`src/mem_ctrl_defines.svh`:
```
// Sizes of the controller; the consumer count must be at least 2 and the channel count at most it
`ifndef MEM_CTRL_DEFINES_SVH
`define MEM_CTRL_DEFINES_SVH

// Width of one memory address in bits
// The external memory holds 2**MC_ADDR_BITS words
`define MC_ADDR_BITS 8

// Width of one data word in bits
// Reads and writes always move a whole word since there are no byte enables
`define MC_DATA_BITS 16

// Number of consumer ports such as fetchers and load/store units
// Each consumer has at most one request outstanding
`define MC_NUM_CONSUMERS 4

// Number of memory channels that run transactions side by side
// This bounds how many requests are in flight toward memory at once
`define MC_NUM_CHANNELS 2

`endif

```
`src/mem_ctrl_pkg.sv`:
```
// Shared types of the controller; field widths follow the macros of the defines header
`default_nettype none

`include "mem_ctrl_defines.svh"

package mem_ctrl_pkg;

    // Index of one consumer port
    localparam int CONSUMER_IDX_BITS = $clog2(`MC_NUM_CONSUMERS);
    typedef logic [CONSUMER_IDX_BITS-1:0] consumer_idx_t;

    // Request from one consumer with exactly one valid raised at a time
    typedef struct packed {
        logic                     read_valid;
        logic                     write_valid;
        logic [`MC_ADDR_BITS-1:0] address;
        logic [`MC_DATA_BITS-1:0] write_data;
    } consumer_req_t;

    // Response toward one consumer
    typedef struct packed {
        logic                     read_ready;
        logic                     write_ready;
        logic [`MC_DATA_BITS-1:0] read_data;
    } consumer_rsp_t;

    // Request of one channel toward external memory
    typedef struct packed {
        logic                     read_valid;
        logic                     write_valid;
        logic [`MC_ADDR_BITS-1:0] address;
        logic [`MC_DATA_BITS-1:0] write_data;
    } channel_req_t;

    // Answer of external memory on one channel
    typedef struct packed {
        logic                     read_ready;
        logic                     write_ready;
        logic [`MC_DATA_BITS-1:0] read_data;
    } channel_rsp_t;

    // Life cycle of one channel
    typedef enum logic [2:0] {
        IDLE,
        READ_WAITING,
        WRITE_WAITING,
        READ_RELAYING,
        WRITE_RELAYING
    } channel_state_e;

    // Per-channel command from the scheduler to the datapath
    // Launch, retire and release_consumer are single-cycle pulses
    typedef struct packed {
        logic          launch;
        logic          retire;
        logic          release_consumer;
        logic          is_write;
        consumer_idx_t consumer;
    } channel_cmd_t;

endpackage

`default_nettype wire

```
`src/channel_scheduler.sv`:
```
// Control of all channels; assumes consumers hold valid until ready and memory holds ready while valid
`default_nettype none
`timescale 1ns/100ps

`include "mem_ctrl_defines.svh"

module channel_scheduler
    import mem_ctrl_pkg::*;
(
    input  logic          clk,
    input  logic          reset,
    input  consumer_req_t consumer_req [`MC_NUM_CONSUMERS],
    input  channel_rsp_t  channel_rsp  [`MC_NUM_CHANNELS],
    output channel_cmd_t  channel_cmd  [`MC_NUM_CHANNELS]
);

    // State of each channel and the consumer it serves
    channel_state_e state_q    [`MC_NUM_CHANNELS];
    channel_state_e state_d    [`MC_NUM_CHANNELS];
    consumer_idx_t  consumer_q [`MC_NUM_CHANNELS];
    consumer_idx_t  consumer_d [`MC_NUM_CHANNELS];

    // One bit per consumer that some channel is holding
    logic [`MC_NUM_CONSUMERS-1:0] busy_q;
    logic [`MC_NUM_CONSUMERS-1:0] busy_d;

    // Commands for the next cycle
    channel_cmd_t cmd_d [`MC_NUM_CHANNELS];

    always_comb begin
        logic [`MC_NUM_CONSUMERS-1:0] claimed;
        logic [`MC_NUM_CONSUMERS-1:0] freed;
        logic                         found;
        logic                         take_read;
        claimed = '0;
        freed   = '0;
        // Channels are visited in index order so channel 0 picks first
        for (int ch = 0; ch < `MC_NUM_CHANNELS; ch++) begin
            state_d[ch]        = state_q[ch];
            consumer_d[ch]     = consumer_q[ch];
            cmd_d[ch]          = '0;
            cmd_d[ch].consumer = consumer_q[ch];
            // Retire and release carry the direction of the running transaction
            cmd_d[ch].is_write = (state_q[ch] == WRITE_WAITING) ||
                                 (state_q[ch] == WRITE_RELAYING);
            found     = 1'b0;
            take_read = 1'b0;
            case (state_q[ch])
                IDLE: begin
                    // Lowest free consumer with any valid wins
                    // A consumer claimed by an earlier channel this cycle is skipped
                    for (int c = 0; c < `MC_NUM_CONSUMERS; c++) begin
                        if (!found && !busy_q[c] && !claimed[c] &&
                            (consumer_req[c].read_valid || consumer_req[c].write_valid)) begin
                            found          = 1'b1;
                            take_read      = consumer_req[c].read_valid;
                            claimed[c]     = 1'b1;
                            consumer_d[ch] = consumer_idx_t'(c);
                        end
                    end
                    if (found) begin
                        cmd_d[ch].launch   = 1'b1;
                        // Read is preferred when a consumer holds both valids
                        cmd_d[ch].is_write = !take_read;
                        cmd_d[ch].consumer = consumer_d[ch];
                        state_d[ch]        = take_read ? READ_WAITING : WRITE_WAITING;
                    end
                end
                READ_WAITING: begin
                    if (channel_rsp[ch].read_ready) begin
                        cmd_d[ch].retire = 1'b1;
                        state_d[ch]      = READ_RELAYING;
                    end
                end
                WRITE_WAITING: begin
                    if (channel_rsp[ch].write_ready) begin
                        cmd_d[ch].retire = 1'b1;
                        state_d[ch]      = WRITE_RELAYING;
                    end
                end
                // Wait for the consumer to drop its valid after it saw ready
                READ_RELAYING: begin
                    if (!consumer_req[consumer_q[ch]].read_valid) begin
                        cmd_d[ch].release_consumer = 1'b1;
                        freed[consumer_q[ch]]      = 1'b1;
                        state_d[ch]                = IDLE;
                    end
                end
                WRITE_RELAYING: begin
                    if (!consumer_req[consumer_q[ch]].write_valid) begin
                        cmd_d[ch].release_consumer = 1'b1;
                        freed[consumer_q[ch]]      = 1'b1;
                        state_d[ch]                = IDLE;
                    end
                end
                default: begin
                    state_d[ch] = IDLE;
                end
            endcase
        end
        // A freed consumer is only visible to the choice in the next cycle
        busy_d = (busy_q & ~freed) | claimed;
    end

    always_ff @(posedge clk) begin
        if (reset) begin
            busy_q <= '0;
            for (int ch = 0; ch < `MC_NUM_CHANNELS; ch++) begin
                state_q[ch]     <= IDLE;
                consumer_q[ch]  <= '0;
                channel_cmd[ch] <= '0;
            end
        end else begin
            busy_q      <= busy_d;
            state_q     <= state_d;
            consumer_q  <= consumer_d;
            channel_cmd <= cmd_d;
        end
    end

endmodule

`default_nettype wire

```
`src/request_launcher.sv`:
```
// Outgoing channel requests; address and data are only meaningful while a channel valid is high
`default_nettype none
`timescale 1ns/100ps

`include "mem_ctrl_defines.svh"

module request_launcher
    import mem_ctrl_pkg::*;
(
    input  logic          clk,
    input  logic          reset,
    input  consumer_req_t consumer_req [`MC_NUM_CONSUMERS],
    input  channel_cmd_t  channel_cmd  [`MC_NUM_CHANNELS],
    output channel_req_t  channel_req  [`MC_NUM_CHANNELS]
);

    // Valids toward memory
    logic [`MC_NUM_CHANNELS-1:0] read_valid_q;
    logic [`MC_NUM_CHANNELS-1:0] write_valid_q;

    // Request payload copied from the chosen consumer
    logic [`MC_ADDR_BITS-1:0] address_q    [`MC_NUM_CHANNELS];
    logic [`MC_DATA_BITS-1:0] write_data_q [`MC_NUM_CHANNELS];

    // Valids rise on launch and fall on retire
    always_ff @(posedge clk) begin
        if (reset) begin
            read_valid_q  <= '0;
            write_valid_q <= '0;
        end else begin
            for (int ch = 0; ch < `MC_NUM_CHANNELS; ch++) begin
                if (channel_cmd[ch].launch) begin
                    read_valid_q[ch]  <= !channel_cmd[ch].is_write;
                    write_valid_q[ch] <= channel_cmd[ch].is_write;
                end else if (channel_cmd[ch].retire) begin
                    read_valid_q[ch]  <= 1'b0;
                    write_valid_q[ch] <= 1'b0;
                end
            end
        end
    end

    // The consumer keeps its request stable while valid so the copy is taken at launch
    always_ff @(posedge clk) begin
        for (int ch = 0; ch < `MC_NUM_CHANNELS; ch++) begin
            if (channel_cmd[ch].launch) begin
                address_q[ch]    <= consumer_req[channel_cmd[ch].consumer].address;
                write_data_q[ch] <= consumer_req[channel_cmd[ch].consumer].write_data;
            end
        end
    end

    always_comb begin
        for (int ch = 0; ch < `MC_NUM_CHANNELS; ch++) begin
            channel_req[ch].read_valid  = read_valid_q[ch];
            channel_req[ch].write_valid = write_valid_q[ch];
            channel_req[ch].address     = address_q[ch];
            channel_req[ch].write_data  = write_data_q[ch];
        end
    end

endmodule

`default_nettype wire

```
`src/response_router.sv`:
```
// Responses to consumers; read data holds its last value until the next read of that consumer
`default_nettype none
`timescale 1ns/100ps

`include "mem_ctrl_defines.svh"

module response_router
    import mem_ctrl_pkg::*;
(
    input  logic          clk,
    input  logic          reset,
    input  channel_cmd_t  channel_cmd  [`MC_NUM_CHANNELS],
    input  channel_rsp_t  channel_rsp  [`MC_NUM_CHANNELS],
    output consumer_rsp_t consumer_rsp [`MC_NUM_CONSUMERS]
);

    // Ready flags per consumer
    logic [`MC_NUM_CONSUMERS-1:0] read_ready_q;
    logic [`MC_NUM_CONSUMERS-1:0] write_ready_q;

    // Last read word returned to each consumer
    logic [`MC_DATA_BITS-1:0] read_data_q [`MC_NUM_CONSUMERS];

    always_ff @(posedge clk) begin
        if (reset) begin
            read_ready_q  <= '0;
            write_ready_q <= '0;
            for (int c = 0; c < `MC_NUM_CONSUMERS; c++) begin
                read_data_q[c] <= '0;
            end
        end else begin
            // No two channels name the same consumer in one cycle
            for (int ch = 0; ch < `MC_NUM_CHANNELS; ch++) begin
                if (channel_cmd[ch].retire) begin
                    if (channel_cmd[ch].is_write) begin
                        write_ready_q[channel_cmd[ch].consumer] <= 1'b1;
                    end else begin
                        read_ready_q[channel_cmd[ch].consumer] <= 1'b1;
                        // Memory still drives the word since the channel valid drops only now
                        read_data_q[channel_cmd[ch].consumer]  <= channel_rsp[ch].read_data;
                    end
                end
                // Consumer has dropped valid so the ready goes away
                if (channel_cmd[ch].release_consumer) begin
                    if (channel_cmd[ch].is_write) begin
                        write_ready_q[channel_cmd[ch].consumer] <= 1'b0;
                    end else begin
                        read_ready_q[channel_cmd[ch].consumer] <= 1'b0;
                    end
                end
            end
        end
    end

    always_comb begin
        for (int c = 0; c < `MC_NUM_CONSUMERS; c++) begin
            consumer_rsp[c].read_ready  = read_ready_q[c];
            consumer_rsp[c].write_ready = write_ready_q[c];
            consumer_rsp[c].read_data   = read_data_q[c];
        end
    end

endmodule

`default_nettype wire

```
`src/mem_ctrl_top.sv`:
```
// Global memory controller; external memory must keep ready high for as long as valid is high
`default_nettype none
`timescale 1ns/100ps

`include "mem_ctrl_defines.svh"

module mem_ctrl_top
    import mem_ctrl_pkg::*;
(
    input  logic          clk,
    input  logic          reset,
    // Consumer side
    input  consumer_req_t consumer_req [`MC_NUM_CONSUMERS],
    output consumer_rsp_t consumer_rsp [`MC_NUM_CONSUMERS],
    // Memory side
    output channel_req_t  channel_req  [`MC_NUM_CHANNELS],
    input  channel_rsp_t  channel_rsp  [`MC_NUM_CHANNELS]
);

    // Commands shared by both datapath blocks
    channel_cmd_t channel_cmd [`MC_NUM_CHANNELS];

    // Decides every handshake condition and emits pulses
    channel_scheduler i_scheduler (
        .clk          (clk),
        .reset        (reset),
        .consumer_req (consumer_req),
        .channel_rsp  (channel_rsp),
        .channel_cmd  (channel_cmd)
    );

    // Consumer to channel multiplexer
    request_launcher i_launcher (
        .clk          (clk),
        .reset        (reset),
        .consumer_req (consumer_req),
        .channel_cmd  (channel_cmd),
        .channel_req  (channel_req)
    );

    // Channel to consumer demultiplexer
    response_router i_router (
        .clk          (clk),
        .reset        (reset),
        .channel_cmd  (channel_cmd),
        .channel_rsp  (channel_rsp),
        .consumer_rsp (consumer_rsp)
    );

endmodule

`default_nettype wire

```
`config.mk`:
```
export PLATFORM = sky130hd
export DESIGN_NAME = mem_ctrl_top
export DESIGN_NICKNAME = d
export VERILOG_FILES = /design/src/mem_ctrl_pkg.sv /design/src/channel_scheduler.sv /design/src/request_launcher.sv /design/src/response_router.sv /design/src/mem_ctrl_top.sv
export VERILOG_INCLUDE_DIRS = /design/src /design/src/src
export SDC_FILE = /design/constraint.sdc
export NUM_CORES = 1
export LEC_CHECK = 0
export ABC_AREA = 1
export BUFFER_PORTS_ARGS = -buffer_cell sky130_fd_sc_hd__clkbuf_2
export CORE_ASPECT_RATIO = 1.1
export CORE_UTILIZATION = 56
export DETAILED_ROUTE_END_ITERATION = 8
export HOLD_SLACK_MARGIN = 0.03
export PLACE_DENSITY_LB_ADDON = 0.08
export SKIP_LAST_GASP = 1
export SLEW_MARGIN = 25
export SYNTH_ARGS = -nofsm -noshare
export SYNTH_HDL_FRONTEND = slang
export SYNTH_HIERARCHICAL = 1
export SYNTH_SLANG_ARGS = --single-unit
```
`constraint.sdc`:
```
create_clock -name clk -period 3.3 [get_ports clk]
set_input_delay 0.165 -clock clk [delete_from_list [all_inputs] [get_ports clk]]
set_output_delay 0.165 -clock clk [all_outputs]
set_load 0.05 [all_outputs]
```
* Yosys cells after proc, flatten, opt, wreduce, memory -nomap -nowiden
Memory sizes are Yosys's and may differ from the RTL's.
Cells that the tools add are included.
** Word-level totals
- Flip-flop bits (word level) :: 38
- RAM bits :: 112
- Bits of input ports :: 142
- Output and inout bits :: 124
- Word-level logic and storage cells :: 279
- Memories kept :: 3
** Memories
- i_router.read_data_q :: words 4, width 16, read ports 4, clocked after memory_dff 0, write ports 4, line response_router.sv:22 : logic [`MC_DATA_BITS-1:0] read_data_q [`MC_NUM_CONSUMERS];
- i_launcher.write_data_q :: words 2, width 16, read ports 2, clocked after memory_dff 0, write ports 2, line request_launcher.sv:23 : logic [`MC_DATA_BITS-1:0] write_data_q [`MC_NUM_CHANNELS];
- i_launcher.address_q :: words 2, width 8, read ports 2, clocked after memory_dff 0, write ports 2, line request_launcher.sv:22 : logic [`MC_ADDR_BITS-1:0] address_q [`MC_NUM_CHANNELS];
** Cells by class
- $lt $le $gt $ge :: 12
- Equal/unequal tests :: 18
- Mux-type cells :: 149
- Bitwise operators :: 20
- Reduce and logical (&&, ||, !) cells :: 56
** Operators with widths (count)
- 26-bit binary-select mux with 2-bit select :: 4
- 4-bit two-way mux :: 28
- 26-bit two-way mux :: 4
- 24-bit two-way mux :: 4
- 1-bit two-way mux :: 69
- 3-bit two-way mux :: 14
- 16-bit two-way mux :: 2
- 16-bit OR reduction :: 2
- 3-bit case mux with 5 select lines :: 2
- 2-bit two-way mux :: 12
- 4-bit OR :: 6
- 1-bit logical AND :: 22
- 4-bit bitwise AND :: 5
- 1-bit logical NOT :: 18
- 2-bit != test, second input constant :: 8
- 4-bit case mux with 2 select lines :: 2
- 3-bit by 2-bit equality test with 1-bit output, second input constant :: 4
- 3-bit >= comparator, second input constant :: 4
- 2-bit by 3-bit less-than comparator with 1-bit output, second input constant :: 4
- 2-bit NOT with 3-bit output :: 4
- 4-bit NOT :: 3
- 5-bit AND reduction :: 2
- 1-bit demux with 2-bit select :: 4
- 2-bit by 1-bit >= comparator with 1-bit output, second input constant :: 4
- other kinds (9) :: 24

* Longest topological paths before layout
Gate-level depths: netlist of the first run.
- Depth in word-level cells :: 45
- Gate-level depth with buffers :: 12
- Mapped depth without buffers :: 12

* Cells and area by module
Netlist of the first run, hierarchy kept.
** By module, submodules not included
- response_router :: times used 1, cells each 375, area an instance 3582.2 um2, seq. area each 2082.0 um2
- request_launcher :: times used 1, cells each 535, area an instance 3519.6 um2, seq. area each 1521.5 um2
- channel_scheduler :: times used 1, cells each 223, area an instance 1512.7 um2, seq. area each 520.5 um2

* Worst setup path before layout of the first run
Ideal clock, no wire load.
- Kind :: register -> register
- From :: register i_scheduler/channel_cmd[4] (netlist name)
- To :: memory i_router/read_data_q[3][0] in the netlist's numbering (enable)
- Arrival time :: 1.396 ns
- Path slack :: 1.529 ns
- Cell stages (with the launch flop) :: 6
- Path buffers :: 1
- Period minus slack after synthesis :: 1.771 ns
- Cells stage by stage :: dfxtp_1 > inv_1 > nor3_4 > nand2_2 > buf_6 > nand3_1
** RTL lines (line)
- end, declared :: response_router.sv:22

==> metrics.md, run 1 <==
| Metric | Value |
|---|---|
| Die width | 120.3 um |
| Power per cell area | 848.4 mW/mm^2 |
| All-Layer GR Usage | 31.95% |
| Clock Latency Late Sink | 0.42 ns |
| Clock period minus final worst setup slack | 2.535 ns |
| Synthesized cell area | 0.008615 sq mm |
| RSZ-0062 raised after global routing | no |
| Top FF cell, synth | edfxtp_1 |
| Post-synth top area share | 39.04% |
| Mapped Avg Cell Area | 7.603 sq um |
| Final ANT Viol Nets | 0 |
| Setup crit end kind | flop |
| TritonCTS Sinks | 150 |
| Post-route cell area | 0.01055 sq mm |
| Number of cells after detailed placement | 1555 |
| Num ports | 266 |
| Worst Slack Setup Final | 0.7650 ns |
| Routed WL | 25300 um |
| H-tree levels | 4 |
| Slew of the pin with the lowest slew margin | 0.9570 ns |
| Clock slew at reported path FFs | 0.06 ns |
| EDFF count, synth | 112 |
| Setup violations, final | 0 |
| Routability cong. | 0.8963 |
| Post-synthesis simple-gate area fraction | 30.79% |
| Xor/xnor cell area share of the yosys netlist | 0% |
| Flops & latches, synth | 150 |
| Achievable Freq | 394.5 MHz |
| Setup tns final | 0 ns |
| Leak | 0.005321 uW |
| Register area share after synthesis | 47.87% |
| Layout Cells excl Fill | 1592 |
| FILL cells | 1289 |
| Largest net degree at the start of global routing | 50 |
| Synth Instances | 1133 |
| DR vias | 8531 |
| Post-synth ARST share | 0% |
| GRT Residual Overflow | 0 |
| Via density | 5.359 |
| Final period util | 76.82% |
| Synth Area in Compound Gates | 8.903% |
| Starting density of the core | 57.22% |
| Placement Setup Slack | 0.8134 ns |
| Die Y | 132.1 um |
| DRT iter0 DRCs | 823 |
| Initial antenna violation count | 0 |
| Slew HR | 36.13% |
| Die area | 0.01588 sq mm |
| Row cnt | 47 |
| ANT cells | 0 |
| Root buf cell | clkbuf_16 |
| Warnings from Yosys | 6 |
| Synth area leader | edfxtp_1 |
| Commonest cells post-synth | nand2_1, inv_1, nand3_1, edfxtp_1, o21ai_1 |
| Ratio of cells with drive above 1 in the final layout | 25.21% |
| Synth-to-Final Area Change | 22.47% |
| Layout Skew | 0.008565 ns |
| Vias in the first global route | 7815 |
| Worst endpoint required time | 3.34 ns |
| Remaining DRCs | 0 |
| Highest fanout seen on the critical path | 21 |
| Status | finished, final reports clean |
| Pre-antenna DRT Iters | 5 |
| Worst vdd ir | 0.4526 mV |
| Wire length per cell | 15.89 um |
| Most common cell in the netlist | nand2_1 |
| Cell Area, Placed | 0.009921 sq mm |
| Inserted Clock Buffers | 17 |
| Synth Area in Adders | 0% |
| Core ar. | 0.01505 sq mm |
| Critical path arrival | 2.57 ns |
| Postcts setup bufs | 0 |
| Net Count, Synth | 1275 |
| Port Buffer Count | 265 |
| Post-synthesis cell type count | 40 |
| Worst Hold Class | in -> reg |
| Nets | 1525 |
| Max Cap Violations | 0 |
| Final hold vios | 0 |
| Final HPWL DP | 18050 um |
| Largest cells by area after synthesis | edfxtp_1, nand2_1, nand3_1 |
| Fin. max-slew vios | 0 |
| Largest family of logic cells by synthesized area | simple AND/OR/NAND/NOR gates |
| Post-synthesis mux area share | 0% |
| TritonCTS clock tree | yes |
| First-pass GRT wire length | 39230 um |
| Worst setup SP type | flop |
| CP Class | reg -> reg |
| Max clock buf depth | 2 |
==> report_power, final <==
group	total [uW]	switching (uW)	internal (uW)
Clock	1930	805	1120
Sequential	2950	292	2660
Combinational	4080	3090	989
==> per-layer routing <==
metal / routed length (um) / GRT usage, % / vias up
li1: - / - / 4150
met5: 0 / 0 / -
met4: 879 / 13.65 / 0
met2: 12640 / 55.14 / 457
met1: 9637 / 37.68 / 3855
met3: 2139 / 7.785 / 69
==> stage by stage <==
step | power (uW) | hold slack (ns) | util, %
2_1_floorplan | 6030 | 0.2341 | -
3_3_place_gp | 6977 | 0.4221 | 65.90
3_5_place_dp | 7010 | 0.4323 | 65.90
4_1_cts | 8956 | 0.03892 | 70.08
5_1_grt | 9438 | 0.04787 | 70.08
6_report | 8951 | 0.06083 | 70.08
==> path summary, 6_finish.rpt <==
kind,cells past startpoint,slack [ns],start,end
setup / recovery,4,0.77,i_scheduler/channel_cmd[6]$_SDFF_PP0_,i_router/read_data_q[1][9]$_DFFE_PP_
hold reg to reg,2,0.47,i_launcher/write_valid_q[0]$_SDFFE_PP0P_,i_launcher/write_valid_q[0]$_SDFFE_PP0P_
setup reg to reg,4,0.77,i_scheduler/channel_cmd[6]$_SDFF_PP0_,i_router/read_data_q[1][9]$_DFFE_PP_
hold / removal,3,0.06,channel_rsp[16],i_scheduler/state_q[2]$_SDFFE_PP0P_
==> kinds of logic after synthesis <==
group,Yosys count
AOI/OAI and AO/OA,133
buffers and inverters,242
DFF,150
and+or+nand+nor,608
==> flip-flops by register name, indices dropped and copies added, names as in the netlist <==
name / cells
i_launcher/address_q: 16
i_launcher/read_valid_q: 2
i_launcher/write_data_q: 32
i_launcher/write_valid_q: 2
i_router/read_data_q: 64
i_router/read_ready_q: 4
i_router/write_ready_q: 4
i_scheduler/busy_q: 4
i_scheduler/channel_cmd: 12
i_scheduler/consumer_q: 4
i_scheduler/state_q: 6
==> repair_timing <==
action                                  CTS  global route
endpoints found under the hold margin     3             0
hold buffers                              5             0
endpoints found under the setup margin    0             0
gates resized for setup                   0             0
==> critical path, cell delays in order (launching register included) <==
cell	delay [ns]
dfxtp_2	0.60
inv_1	0.15
nor2_2	0.60
nand2_1	0.17
nand3_1	0.64
==> layout make-up <==
class	count	area [sq um]	area share, %
Sequential cell	150	4126	39.11
Multi-Input combinational cell	741	3420	32.41
Timing Repair Buffer	281	1459	13.83
Inverter	192	720.7	6.831
Clock buffer	18	429.2	4.068
Tap cell	196	245.2	2.324
Clock inverter	14	150.1	1.423
==> placed cells by master (no fill, tap or decap), types with 5 or more instances in the layout <==
cell,synthesis,layout
inv_1,187,187
o21ai_0,17,17
nor3_1,8,8
dfxtp_1,38,36
a21oi_1,26,26
inv_2,5,5
a22oi_1,6,6
nor2_1,58,58
clkbuf_2,0,265
edfxtp_1,112,112
o21ai_1,60,60
nand3_1,175,175
nand2_2,7,7
nand2_1,336,336
inv_6,0,5
o21ai_2,8,8
nor2_2,6,6
dlygate4sd3_1,0,5
clkbuf_16,0,17
buf_4,7,11
Note: power is estimated with default switching activity, not from simulation.
==> run 2, diff against run 1 <==
--- a/config.mk
+++ b/config.mk
@@ -9,7 +9,7 @@
 export ABC_AREA = 1
 export BUFFER_PORTS_ARGS = -buffer_cell sky130_fd_sc_hd__clkbuf_2
 export CORE_ASPECT_RATIO = 1.1
-export CORE_UTILIZATION = 56
+export CORE_UTILIZATION = 47
 export DETAILED_ROUTE_END_ITERATION = 8
 export HOLD_SLACK_MARGIN = 0.03
 export PLACE_DENSITY_LB_ADDON = 0.08
==> constraint.sdc (replaced) <==
create_clock -name clk -period 2.1 [get_ports clk]
set_input_delay 0.105 -clock clk [delete_from_list [all_inputs] [get_ports clk]]
set_output_delay 0.105 -clock clk [all_outputs]
set_load 0.05 [all_outputs]
==> run 2 against run 1 <==
Compared with the run above: cell area increased by 1.7%; global-route usage decreased by 5.2 points; combinational power increased by 60%; cell count increased by 3.5%; largest power group unchanged; sequential share of layout area decreased by 0.67 points; critical path type unchanged; largest cell class unchanged.
==> metrics.md, run 2 (synthesis results as in run 1) <==
| Metric | Value |
|---|---|
| Clock Latency Late Sink | 0.42 ns |
| Hold_buf cts | 5 |
| Status | finished, final reports clean |
| Setup crit end kind | flop |
| Starting density of the core | 48.39% |
| Die area | 0.01887 sq mm |
| GRT Residual Overflow | 0 |
| Worst Path Buf+Inv | 1 |
| Final period util | 83.98% |
| Reg2reg setup slack | 0.34 ns |
| Pre-antenna DRT Iters | 5 |
| Worst Hold Class | in -> reg |
| Worst R2R Start | i_scheduler/busy_q[1]$_SDFF_PP0_ |
| Inserted Clock Buffers | 17 |
| DR vias | 8266 |
| Die Y | 144.0 um |
| First-pass GRT wire length | 37750 um |
| Num ports | 266 |
| H-tree levels | 4 |
| Initial antenna violation count | 1 |
| # resized after CTS | 0 |
| Remaining DRCs | 0 |
| Largest net degree at the start of global routing | 43 |
| Max clock buf depth | 2 |
| Routability cong. | 0.8849 |
| Post-route cell area | 0.01073 sq mm |
| Final Util | 60.29% |
| Achievable Freq | 567.0 MHz |
| Postcts setup bufs | 0 |
| Routed WL | 24980 um |
| Nets | 1537 |
| Top flop regs | i_router/read_data_q x64, i_launcher/write_data_q x32, i_launcher/address_q x16 |
| TritonCTS clock tree | yes |
| Critical path arrival | 2.08 ns |
| CP Class | reg -> reg |
| Slew of the pin with the lowest slew margin | 0.9805 ns |
| Top reg by flops | i_router/read_data_q |
| Highest fanout seen on the critical path | 5 |
| CP max stage delay | 0.33 ns |
| Total power | 14180 uW |
| Port Buffer Count | 265 |
| Row cnt | 51 |
| FILL cells | 1690 |
| Core ar. | 0.01780 sq mm |
| Max reg flops | 64 |
| Vias in the first global route | 7450 |
| Hold path depth | 2 |
| Worst endpoint required time | 2.41 ns |
| Worst path cell trace | inv_1 > o21ai_1 > nand2_2 > nor2_2 > nand3_1 > a21oi_2 > a21oi_1 > o21ai_1 > nor2_2 |
| Worst setup SP type | flop |
| DRT iter0 DRCs | 604 |
| Sequential Area | 0.004126 sq mm |
| Power per cell area | 1321 mW/mm^2 |
| Final hold vios | 0 |
| RSZ-0062 raised after global routing | no |
| Most frequent cells in the layout | nand2_1, clkbuf_2, inv_1 |
| Synth-to-Final Area Change | 24.60% |
| Wire length per cell | 15.17 um |
| Layout Skew | 0.01306 ns |
| Leak | 0.005400 uW |
| Ratio of cells with drive above 1 in the final layout | 25.99% |
| RR Endpoint | i_scheduler/state_q[0]$_SDFFE_PP0P_ |
| TritonCTS Sinks | 150 |
| Clock slew at reported path FFs | 0.07 ns |
| Max Cap Violations | 0 |
| Most common cell after layout, fill and taps aside | nand2_1 |
| Setup tns final | 0 ns |
| Crit path depth | 9 |
| Delay-heaviest family, CP | compound AO/OA/AOI/OAI gates |
| Cells on worst reg2reg path | 9 |
| Crit. Startpoint | i_scheduler/busy_q[1]$_SDFF_PP0_ |
| Final HPWL DP | 18020 um |
| Setup violations, final | 0 |
| CP endpoint | i_scheduler/state_q[0]$_SDFFE_PP0P_ |
| Worst vdd ir | 0.7413 mV |
| Root buf cell | clkbuf_16 |
| CP max-delay cell | dfxtp_1 |
| Cell Area, Placed | 0.01009 sq mm |
| All-Layer GR Usage | 26.76% |
| Fin. max-slew vios | 0 |
| Die width | 131.1 um |
| Slew HR | 34.56% |
| Multi-input gate area | 0.003420 sq mm |
| Via density | 5.019 |
| Clock period minus final worst setup slack | 1.764 ns |
| Final hold slack | 0.03938 ns |
| Final ANT Viol Nets | 0 |
==> run 2: cell count changes in the layout (fill, tap and decap cells not counted), sizes merged <==
cell,change
diode,+1
clkbuf,-1
buf,+12
inv,+1
clkinvlp,-1
clkinv,+1
==> run 2: final cells by class <==
cell class	instances	area share, %
Antenna cell	1	0.02331
Clock buffer	17	3.963
Clock inverter	15	1.562
Inverter	192	6.714
Multi-Input combinational cell	741	31.86
Sequential cell	150	38.44
Tap cell	238	2.774
Timing Repair Buffer	293	14.66
==> run 2: worst min-delay path by stage <==
| stage | startpoint | endpoint | slack (ns) |
|---|---|---|---|
| CTS | reset | i_router/read_ready_q[3]$_SDFF_PP0_ | 0.03 |
| detailed placement | channel_rsp[17] | i_scheduler/channel_cmd[4]$_SDFF_PP0_ | 0.37 |
| global route | reset | i_router/read_ready_q[3]$_SDFF_PP0_ | 0.04 |
| global placement | channel_rsp[17] | i_scheduler/channel_cmd[4]$_SDFF_PP0_ | 0.37 |
| floorplan | reset | i_launcher/write_valid_q[0]$_SDFFE_PP0P_ | 0.17 |
| finish | reset | i_router/read_ready_q[3]$_SDFF_PP0_ | 0.04 |
==> run 2: power breakdown <==
group	internal [uW]	switching, uW	total (uW)
sequential	4170	408	4580
combinational	1640	4890	6540
clock	1780	1290	3070
total	7590	6590	14200
==> run 2: stage by stage <==
| stage | setup slack [ns] | cells |
|---|---|---|
| global placement | 0.3727 | 1609 |
| global route | 0.1709 | 1647 |
| detailed placement | 0.3635 | 1609 |
| CTS | 0.3460 | 1646 |
| finish | 0.3363 | 1647 |
| floorplan | 0.3290 | 1133 |
==> run 2: per-layer routing <==
metal | vias to the layer above | track usage (%) | wire (um)
met5 | - | 0 | 0
met4 | 0 | 10.41 | 600
met3 | 37 | 7.029 | 2198
met2 | 369 | 45.31 | 12070
met1 | 3679 | 32.32 | 10110
li1 | 4181 | - | -
